--- config.mk ---
export PLATFORM = sky130hd
export DESIGN_NAME = synth_voice_top
export DESIGN_NICKNAME = d
export VERILOG_FILES = /design/src/verilog/synth_pkg.sv /design/src/verilog/synth_voice_top.sv /design/src/verilog/wave_out.sv /design/src/verilog/wave_gen.sv /design/src/verilog/note_decode.sv /design/src/verilog/sine_rom.sv
export SDC_FILE = /design/constraint.sdc
export NUM_CORES = 1
export LEC_CHECK = 0
export BUFFER_PORTS_ARGS = -buffer_cell sky130_fd_sc_hd__buf_2
export CAP_MARGIN = 15
export CORE_AREA = 3 3 87 89
export DETAILED_ROUTE_END_ITERATION = 10
export DIE_AREA = 0 0 90 92
export HOLD_SLACK_MARGIN = 0.1
export PLACE_DENSITY = 0.83
export SLEW_MARGIN = 20
export SYNTH_ARGS = -nofsm -noshare
export SYNTH_HDL_FRONTEND = slang
export SYNTH_SLANG_ARGS = --single-unit
export TNS_END_PERCENT = 50
--- constraint.sdc ---
create_clock -name clk -period 5.35 [get_ports clk]
set_input_delay 1.07 -clock clk [delete_from_list [all_inputs] [get_ports clk]]
set_output_delay 1.07 -clock clk [all_outputs]
set_load 0.02 [all_outputs]
--- src/verilog/synth_pkg.sv ---
package synth_pkg;

   // field widths
   localparam int KEY_W      = 7;
   localparam int STEP_W     = 16;
   localparam int WAVE_W     = 6;
   localparam int SINE_ADX_W = 5;
   localparam int SAMPLE_W   = 14;
   localparam int LEVEL_W    = 2;

   // number of rows in the frequency table
   localparam int NOTE_COUNT = 16;

   typedef logic [KEY_W-1:0] key_t;                 // note index
   typedef logic [STEP_W-1:0] step_t;               // clock cycles per phase step
   typedef logic signed [WAVE_W-1:0] wave_t;        // raw waveform sample
   typedef logic [SINE_ADX_W-1:0] sine_adx_t;       // quarter-wave rom address
   typedef logic signed [SAMPLE_W-1:0] sample_t;    // output word
   typedef logic [LEVEL_W-1:0] level_t;             // attenuation as right shift

   typedef enum logic [1:0]
   {
      WAVE_TRI = 2'b00,
      WAVE_SQU = 2'b01,
      WAVE_SAW = 2'b10,
      WAVE_SIN = 2'b11
   } wsel_t;

   // wave limits, symmetric so negation stays in range
   localparam wave_t WAVE_MAX = 6'sd31;
   localparam wave_t WAVE_MIN = -6'sd31;

   // square switches one step before the peaks
   localparam wave_t SQU_UP   = 6'sd30;
   localparam wave_t SQU_DOWN = -6'sd30;

   // places a wave sample in the top bits of the output word
   localparam int OUT_SHIFT = 8;

endpackage
--- src/verilog/synth_voice_top.sv ---
`timescale 1ns/1ns

module synth_voice_top
(
   input  logic                 clk,
   input  logic                 rstn,
   input  logic                 key_on,
   input  synth_pkg::key_t      key,
   input  logic                 key_off,
   input  synth_pkg::wsel_t     wsel,
   input  synth_pkg::level_t    level,
   output synth_pkg::sample_t   wout,
   output logic                 sample_strobe
);

   synth_pkg::step_t   step_thr;
   logic               note_active;
   synth_pkg::wave_t   wave_tri;
   synth_pkg::wave_t   wave_saw;
   synth_pkg::wave_t   wave_squ;
   synth_pkg::wave_t   sine_mag;
   logic               sine_neg;
   logic               wave_valid;
   logic               step_tick;

   note_decode u_decode
   (
      .clk         (clk),
      .rstn        (rstn),
      .key_on      (key_on),
      .key         (key),
      .key_off     (key_off),
      .wsel        (wsel),
      .step_thr    (step_thr),
      .note_active (note_active)
   );

   wave_gen u_gen
   (
      .clk         (clk),
      .rstn        (rstn),
      .step_thr    (step_thr),
      .note_active (note_active),
      .wsel        (wsel),
      .wave_tri    (wave_tri),
      .wave_saw    (wave_saw),
      .wave_squ    (wave_squ),
      .sine_mag    (sine_mag),
      .sine_neg    (sine_neg),
      .wave_valid  (wave_valid),
      .step_tick   (step_tick)
   );

   wave_out u_out
   (
      .clk           (clk),
      .rstn          (rstn),
      .wsel          (wsel),
      .level         (level),
      .wave_tri      (wave_tri),
      .wave_saw      (wave_saw),
      .wave_squ      (wave_squ),
      .sine_mag      (sine_mag),
      .sine_neg      (sine_neg),
      .wave_valid    (wave_valid),
      .step_tick     (step_tick),
      .wout          (wout),
      .sample_strobe (sample_strobe)
   );

endmodule

--- src/verilog/wave_out.sv ---
`timescale 1ns/1ns

module wave_out
(
   input  logic                 clk,
   input  logic                 rstn,
   input  synth_pkg::wsel_t     wsel,
   input  synth_pkg::level_t    level,
   input  synth_pkg::wave_t     wave_tri,
   input  synth_pkg::wave_t     wave_saw,
   input  synth_pkg::wave_t     wave_squ,
   input  synth_pkg::wave_t     sine_mag,
   input  logic                 sine_neg,
   input  logic                 wave_valid,
   input  logic                 step_tick,
   output synth_pkg::sample_t   wout,
   output logic                 sample_strobe
);

   synth_pkg::wave_t     sine_val;
   synth_pkg::wave_t     wave_sel;
   synth_pkg::sample_t   wave_ext;
   synth_pkg::sample_t   wave_scaled;
   synth_pkg::sample_t   wave_atten;

   assign sine_val = sine_neg ? -sine_mag : sine_mag;   // unfold lower half

   always_comb
   begin
      case (wsel)
         synth_pkg::WAVE_TRI: wave_sel = wave_tri;
         synth_pkg::WAVE_SQU: wave_sel = wave_squ;
         synth_pkg::WAVE_SAW: wave_sel = wave_saw;
         synth_pkg::WAVE_SIN: wave_sel = sine_val;
         default:             wave_sel = wave_tri;
      endcase
   end

   assign wave_ext    = wave_sel;                          // sign extend
   assign wave_scaled = wave_ext <<< synth_pkg::OUT_SHIFT;
   assign wave_atten  = wave_scaled >>> level;             // keeps the sign

   always_ff @(posedge clk or negedge rstn)
   begin
      if (!rstn)
      begin
         wout          <= '0;
         sample_strobe <= 1'b0;
      end
      else
      begin
         wout          <= wave_valid ? wave_atten : '0;
         sample_strobe <= step_tick && wave_valid;
      end
   end

   // output goes silent one cycle after the waves stop being valid
   a_silent_out : assert property (@(posedge clk) disable iff (!rstn)
      !wave_valid |=> (wout == '0));

endmodule

--- src/verilog/wave_gen.sv ---
`timescale 1ns/1ns

module wave_gen
(
   input  logic                clk,
   input  logic                rstn,
   input  synth_pkg::step_t    step_thr,
   input  logic                note_active,
   input  synth_pkg::wsel_t    wsel,
   output synth_pkg::wave_t    wave_tri,
   output synth_pkg::wave_t    wave_saw,
   output synth_pkg::wave_t    wave_squ,
   output synth_pkg::wave_t    sine_mag,
   output logic                sine_neg,
   output logic                wave_valid,
   output logic                step_tick
);

   synth_pkg::step_t       step_cnt;
   logic                   step_tc;
   synth_pkg::wave_t       phase;
   logic                   phase_down;          // 1 while the triangle is falling
   logic                   is_saw;
   logic                   squ_high;
   synth_pkg::sine_adx_t   sine_adx;
   logic                   sine_en;

   assign is_saw = (wsel == synth_pkg::WAVE_SAW);

   always_ff @(posedge clk or negedge rstn)
   begin
      if (!rstn)
      begin
         wave_valid <= 1'b0;
         step_tick  <= 1'b0;
      end
      else
      begin
         wave_valid <= note_active;
         step_tick  <= step_tc && note_active;
      end
   end

   // step counter, wraps after step_thr cycles
   assign step_tc = (step_cnt >= (step_thr - 16'd1));

   always_ff @(posedge clk or negedge rstn)
   begin
      if (!rstn)
         step_cnt <= '0;
      else if (!note_active || step_tc)
         step_cnt <= '0;
      else
         step_cnt <= step_cnt + 16'd1;
   end

   // phase counter shared by triangle and sawtooth
   always_ff @(posedge clk or negedge rstn)
   begin
      if (!rstn)
      begin
         phase      <= '0;
         phase_down <= 1'b0;
      end
      else if (!note_active)
      begin
         phase      <= '0;
         phase_down <= 1'b0;
      end
      else if (step_tc)
      begin
         if (phase_down)
         begin
            if (phase == synth_pkg::WAVE_MIN)
            begin
               phase      <= phase + 6'sd1;
               phase_down <= 1'b0;
            end
            else
               phase <= phase - 6'sd1;
         end
         else if (phase == synth_pkg::WAVE_MAX)
         begin
            if (is_saw)
               phase <= -phase;                 // jump back to WAVE_MIN
            else
            begin
               phase      <= phase - 6'sd1;
               phase_down <= 1'b1;
            end
         end
         else
            phase <= phase + 6'sd1;
      end
   end

   // square goes high as the phase reaches the top, low as it reaches the bottom
   always_ff @(posedge clk or negedge rstn)
   begin
      if (!rstn)
         squ_high <= 1'b0;
      else if (!note_active)
         squ_high <= 1'b0;
      else if (step_tc && !phase_down && (phase == synth_pkg::SQU_UP))
         squ_high <= 1'b1;
      else if (step_tc && phase_down && (phase == synth_pkg::SQU_DOWN))
         squ_high <= 1'b0;
   end

   // registered waves, one cycle behind the phase like the sine rom
   always_ff @(posedge clk or negedge rstn)
   begin
      if (!rstn)
      begin
         wave_tri <= '0;
         wave_saw <= '0;
         wave_squ <= '0;
         sine_neg <= 1'b0;
      end
      else
      begin
         wave_tri <= note_active ? phase : '0;
         wave_saw <= note_active ? phase : '0;
         if (!note_active)
            wave_squ <= '0;
         else
            wave_squ <= squ_high ? synth_pkg::WAVE_MAX : synth_pkg::WAVE_MIN;
         sine_neg <= phase[synth_pkg::WAVE_W-1];   // sign travels with the rom read
      end
   end

   // fold the phase into a quarter-wave address
   assign sine_adx = phase[synth_pkg::WAVE_W-1] ? (~phase[4:0] + 5'd1) : phase[4:0];
   assign sine_en  = note_active;

   sine_rom u_rom
   (
      .clk  (clk),
      .rstn (rstn),
      .en   (sine_en),
      .adx  (sine_adx),
      .data (sine_mag)
   );

   a_phase_range : assert property (@(posedge clk) disable iff (!rstn)
      (phase >= synth_pkg::WAVE_MIN) && (phase <= synth_pkg::WAVE_MAX));

endmodule

--- src/verilog/note_decode.sv ---
`timescale 1ns/1ns

module note_decode
(
   input  logic                clk,
   input  logic                rstn,
   input  logic                key_on,
   input  synth_pkg::key_t     key,
   input  logic                key_off,
   input  synth_pkg::wsel_t    wsel,
   output synth_pkg::step_t    step_thr,
   output logic                note_active
);

   synth_pkg::key_t   key_q;
   synth_pkg::step_t  tri_thr;
   synth_pkg::step_t  saw_thr;
   logic              key_valid;

   assign key_valid = key_on && (key < synth_pkg::NOTE_COUNT);   // out of table keys dropped

   always_ff @(posedge clk or negedge rstn)
   begin
      if (!rstn)
      begin
         key_q       <= '0;
         note_active <= 1'b0;
      end
      else if (key_valid)
      begin
         key_q       <= key;
         note_active <= 1'b1;
      end
      else if (key_off)
      begin
         note_active <= 1'b0;
      end
   end

   // triangle, square and sine column, 124 steps per period
   always_comb
   begin
      case (key_q)
         7'd0:    tri_thr = 16'd40;
         7'd1:    tri_thr = 16'd38;
         7'd2:    tri_thr = 16'd36;
         7'd3:    tri_thr = 16'd34;
         7'd4:    tri_thr = 16'd32;
         7'd5:    tri_thr = 16'd30;
         7'd6:    tri_thr = 16'd28;
         7'd7:    tri_thr = 16'd27;
         7'd8:    tri_thr = 16'd25;
         7'd9:    tri_thr = 16'd24;
         7'd10:   tri_thr = 16'd22;
         7'd11:   tri_thr = 16'd21;
         7'd12:   tri_thr = 16'd20;
         7'd13:   tri_thr = 16'd19;
         7'd14:   tri_thr = 16'd18;
         7'd15:   tri_thr = 16'd17;
         default: tri_thr = '0;
      endcase
   end

   // sawtooth column, about twice as long since a period is only 63 steps
   always_comb
   begin
      case (key_q)
         7'd0:    saw_thr = 16'd79;
         7'd1:    saw_thr = 16'd75;
         7'd2:    saw_thr = 16'd71;
         7'd3:    saw_thr = 16'd67;
         7'd4:    saw_thr = 16'd63;
         7'd5:    saw_thr = 16'd59;
         7'd6:    saw_thr = 16'd55;
         7'd7:    saw_thr = 16'd53;
         7'd8:    saw_thr = 16'd49;
         7'd9:    saw_thr = 16'd47;
         7'd10:   saw_thr = 16'd43;
         7'd11:   saw_thr = 16'd41;
         7'd12:   saw_thr = 16'd39;
         7'd13:   saw_thr = 16'd37;
         7'd14:   saw_thr = 16'd35;
         7'd15:   saw_thr = 16'd33;
         default: saw_thr = '0;
      endcase
   end

   assign step_thr = (wsel == synth_pkg::WAVE_SAW) ? saw_thr : tri_thr;

   // a held note always points at a real table row
   a_thr_nonzero : assert property (@(posedge clk) disable iff (!rstn)
      note_active |-> (step_thr != '0));

endmodule

--- src/verilog/sine_rom.sv ---
`timescale 1ns/1ns

module sine_rom
(
   input  logic                   clk,
   input  logic                   rstn,
   input  logic                   en,
   input  synth_pkg::sine_adx_t   adx,
   output synth_pkg::wave_t       data
);

   // quarter sine, 0 to 90 degrees over 32 points, amplitude 31
   always_ff @(posedge clk or negedge rstn)
   begin
      if (!rstn)
      begin
         data <= '0;
      end
      else if (en)
      begin
         case (adx)
            5'd0:  data <= 6'sd0;
            5'd1:  data <= 6'sd2;
            5'd2:  data <= 6'sd3;
            5'd3:  data <= 6'sd5;
            5'd4:  data <= 6'sd6;
            5'd5:  data <= 6'sd8;
            5'd6:  data <= 6'sd9;
            5'd7:  data <= 6'sd11;
            5'd8:  data <= 6'sd12;
            5'd9:  data <= 6'sd14;
            5'd10: data <= 6'sd15;
            5'd11: data <= 6'sd16;
            5'd12: data <= 6'sd18;
            5'd13: data <= 6'sd19;
            5'd14: data <= 6'sd20;
            5'd15: data <= 6'sd21;
            5'd16: data <= 6'sd22;
            5'd17: data <= 6'sd24;
            5'd18: data <= 6'sd25;
            5'd19: data <= 6'sd25;
            5'd20: data <= 6'sd26;
            5'd21: data <= 6'sd27;
            5'd22: data <= 6'sd28;
            5'd23: data <= 6'sd28;
            5'd24: data <= 6'sd29;
            5'd25: data <= 6'sd30;
            5'd26: data <= 6'sd30;
            5'd27: data <= 6'sd30;
            5'd28: data <= 6'sd31;
            5'd29: data <= 6'sd31;
            5'd30: data <= 6'sd31;
            5'd31: data <= 6'sd31;            // peak
            default: data <= 6'sd0;
         endcase
      end
   end

endmodule

==> summary.md <==
| Metric | Value |
|---|---|
| Power, Total | `1.135 mW` |
| Post-CTS setup buffers | `0` |
| Commonest non-fill, non-tap cell in the layout | `dfrtp_1` |
| Nets | `521` |
| Post-route setup TNS | `0 ps` |
| Leading area contributor after synthesis | `dfrtp_1` |
| Clock root buffer | `clkbuf_8` |
| Reg clk slew, reported paths | `70 ps` |
| Critical Path AT | `4930 ps` |
| Yosys reg bits | `58` |
| Final Setup Violations | `0` |
| Io pins | `30` |
| Tot GR Track Use | `21.31%` |
| WP data required | `5610 ps` |
| Post-DP HPWL | `5904 um` |
| Fin crit period | `4667 ps` |
| Filler instances | `572` |
| Critical R2R Launch | `u_decode.key_q[1]` |
| Die Span Y | `92 um` |
| Fin crit share | `87.23%` |
| Startpoint types | `flop` |
| Hold path cells | `1` |
| R2R Path End | `u_gen.step_cnt[14]` |
| Die width | `90 um` |
| Crit path capture type | `flop` |
| Fin. Hold Viols | `0` |
| H-tree depth | `3` |
| Vias per cell | `5.916` |
| Ys async rst share | `100.0%` |
| Mapped cell area | `4200 um^2` |
| Worst Skew | `7.913 ps` |
| Setup CP Type | `reg -> reg` |
| WL final | `8309 um` |
| Fmax | `0.2143 GHz` |
| Maximum vdd drop | `128.0 uV` |
| Mapped Cells | `467` |
| Pre-antenna DRT Iters | `5` |
| Layout area overhead | `6.315%` |
| CTS tree | `built` |
| Status | `completed` |
| Worst-path maximum fanout | `16` |
| Hold_buf cts | `0` |
| Hold crit path type | `reg -> reg` |
| Synth area leaders | `dfrtp_1 35%, ha_1 9.5%, nor2_1 4.1%` |
| Gr ovfl total | `0` |
| # DRC | `0` |
| Most frequent cells in the layout | `58 x dfrtp_1, 46 x nor2_1, 32 x ha_1` |
| Post-CTS Resized | `0` |
| CTS sink count | `58` |
| CTS Buf Count | `9` |
| Yosys top cell area share | `34.55%` |
| Starting Density | `61.48%` |
| Mean post-synth cell area | `8.994 um^2` |
| Layout cell share with drive strength beyond 1 | `13.18%` |
| Initial antenna violation count | `0` |
| Worst Hold End | `u_gen.wave_squ[5]` |
| GP Congestion | `0.8961` |
| Ys Warns | `0` |
| Power per cell area | `254.2 nW/um^2` |
| Max cap viols | `0` |
| Most used DFF post-synth | `dfrtp_1` |
| Die ar. | `8280 um^2` |
| Vias in the first global route | `3155` |
| RSZ-0062 raised after global routing | `no` |
| Ant diodes | `0` |
| Clk buf depth | `2` |
| Post-placement setup slack | `363.4 ps` |
| FF-to-FF path depth | `18` |
| Worst reg-to-reg setup slack | `680 ps` |
| Leakage | `2.072 nW` |
| First-pass GRT wire length | `14500 um` |
| FP Rows | `30` |
| Core Box Area | `6832 um^2` |
| Worst Hold Launch | `u_gen.squ_high` |
| Fin worst setup slack | `683.4 ps` |
| Post-synth EDFFs | `0` |
| Iteration-0 DRC Markers | `198` |
| Post-route ant nets | `0` |
| Largest net degree at the start of global routing | `59` |
| Worst hold slack | `432.9 ps` |
| Pins Over Slew Limit | `0` |
| Worst-margin pin slew | `929.4 ps` |
| DR vias | `3396` |
| PortBufs | `24` |
| Rel. slew slack | `37.60%` |
| Register area share after synthesis | `34.55%` |
| Distinct cells, synth | `61` |
| Skew-Pair Late Insertion Delay | `340 ps` |
| Average wire per standard cell | `14.48 um` |
==> through the flow <==
stage | instance area (um^2) | std cells | util, %
2_1_floorplan | 4215 | 471 | -
3_3_place_gp | 4298 | 559 | 62.91
3_5_place_dp | 4298 | 559 | 62.91
4_1_cts | 4458 | 574 | 65.26
5_1_grt | 4466 | 574 | 65.37
6_report | 4466 | 574 | 65.37
==> final cells by class <==
class                      instances  area, um^2  share of cell area, %
timing repair buffer              26       135.1                  3.026
multi-input combinational        361        2531                  56.68
tap                               96       120.1                  2.690
sequential                        58        1451                  32.50
clock buffer                      10       127.6                  2.858
inverter                          18       67.56                  1.513
clock inverter                     5       32.53                 0.7285
==> worst max path at each step <==
stage          cells past startpoint                 end              start
2_1_floorplan                     17      u_gen.phase[3]            wsel[0]
3_3_place_gp                      16      u_gen.phase[2]            wsel[1]
3_5_place_dp                      16  u_gen.step_cnt[11]            wsel[1]
4_1_cts                           18  u_gen.step_cnt[11]  u_decode.key_q[1]
5_1_grt                           18   u_gen.step_cnt[9]  u_decode.key_q[1]
6_report                          18  u_gen.step_cnt[14]  u_decode.key_q[1]
==> registers in the layout (all words and copies together) (netlist names) <==
name	flops
u_decode.key_q	7
u_decode.note_active	1
u_gen.phase	6
u_gen.phase_down	1
u_gen.sine_neg	1
u_gen.squ_high	1
u_gen.step_cnt	16
u_gen.step_tick	1
u_gen.u_rom.data	5
u_gen.wave_squ	3
u_gen.wave_tri	6
u_out.sample_strobe	1
u_out.wout	9
==> Yosys cell counts (4+ instances only) <==
cell type	number
mux2_2	6
and2_1	11
o31ai_1	6
buf_2	9
inv_1	18
a211oi_1	7
nor2_1	46
nand3_1	22
a21o_1	4
or3_1	4
nor2b_1	20
xnor2_1	11
dfrtp_1	58
a21oi_1	26
nand2b_1	6
and3_1	8
a31oi_1	7
o21ai_0	24
nand2_1	27
buf_4	5
xor2_1	11
o21a_1	6
nor3_1	4
mux2i_1	11
clkbuf_1	18
nand4_1	8
ha_1	32
==> logic make-up after synthesis <==
group | Yosys count | synth area share [%]
flops | 58 | 34.55
other cells | 1 | 0.08928
xor+xnor | 22 | 4.587
fa+ha+maj | 32 | 9.532
simple gates | 170 | 21.12
mux | 19 | 5.302
buf+inv | 52 | 5.719
compound gates | 113 | 19.09
==> power by group <==
part,total [mW],switching (mW),internal [mW]
clock network,0.339,0.176,0.163
logic,0.301,0.165,0.136
registers,0.495,0.0385,0.456
total,1.14,0.379,0.756
==> per-layer routing <==
layer	GRT usage [%]	vias to the layer above	wire, um
met4	8.673	0	131
met3	4.266	14	422
li1	-	1662	-
met5	0	-	0
met1	28.44	1616	3891
met2	34.04	104	3864
==> worst max-delay path, stage by stage (launching register included) <==
cell	delay (ps)
dfrtp_1	440
inv_1	140
ha_1	370
nor2_1	60
o21ai_0	360
nand2_1	120
o21ai_0	310
ha_1	330
nand3_1	100
a31oi_1	180
ha_1	260
ha_1	290
a21o_1	160
a211oi_1	310
o31ai_2	140
a2111oi_4	350
buf_4	260
nand2_2	210
nor2_1	200
No activity file was read; power rests on OpenSTA's default activity.
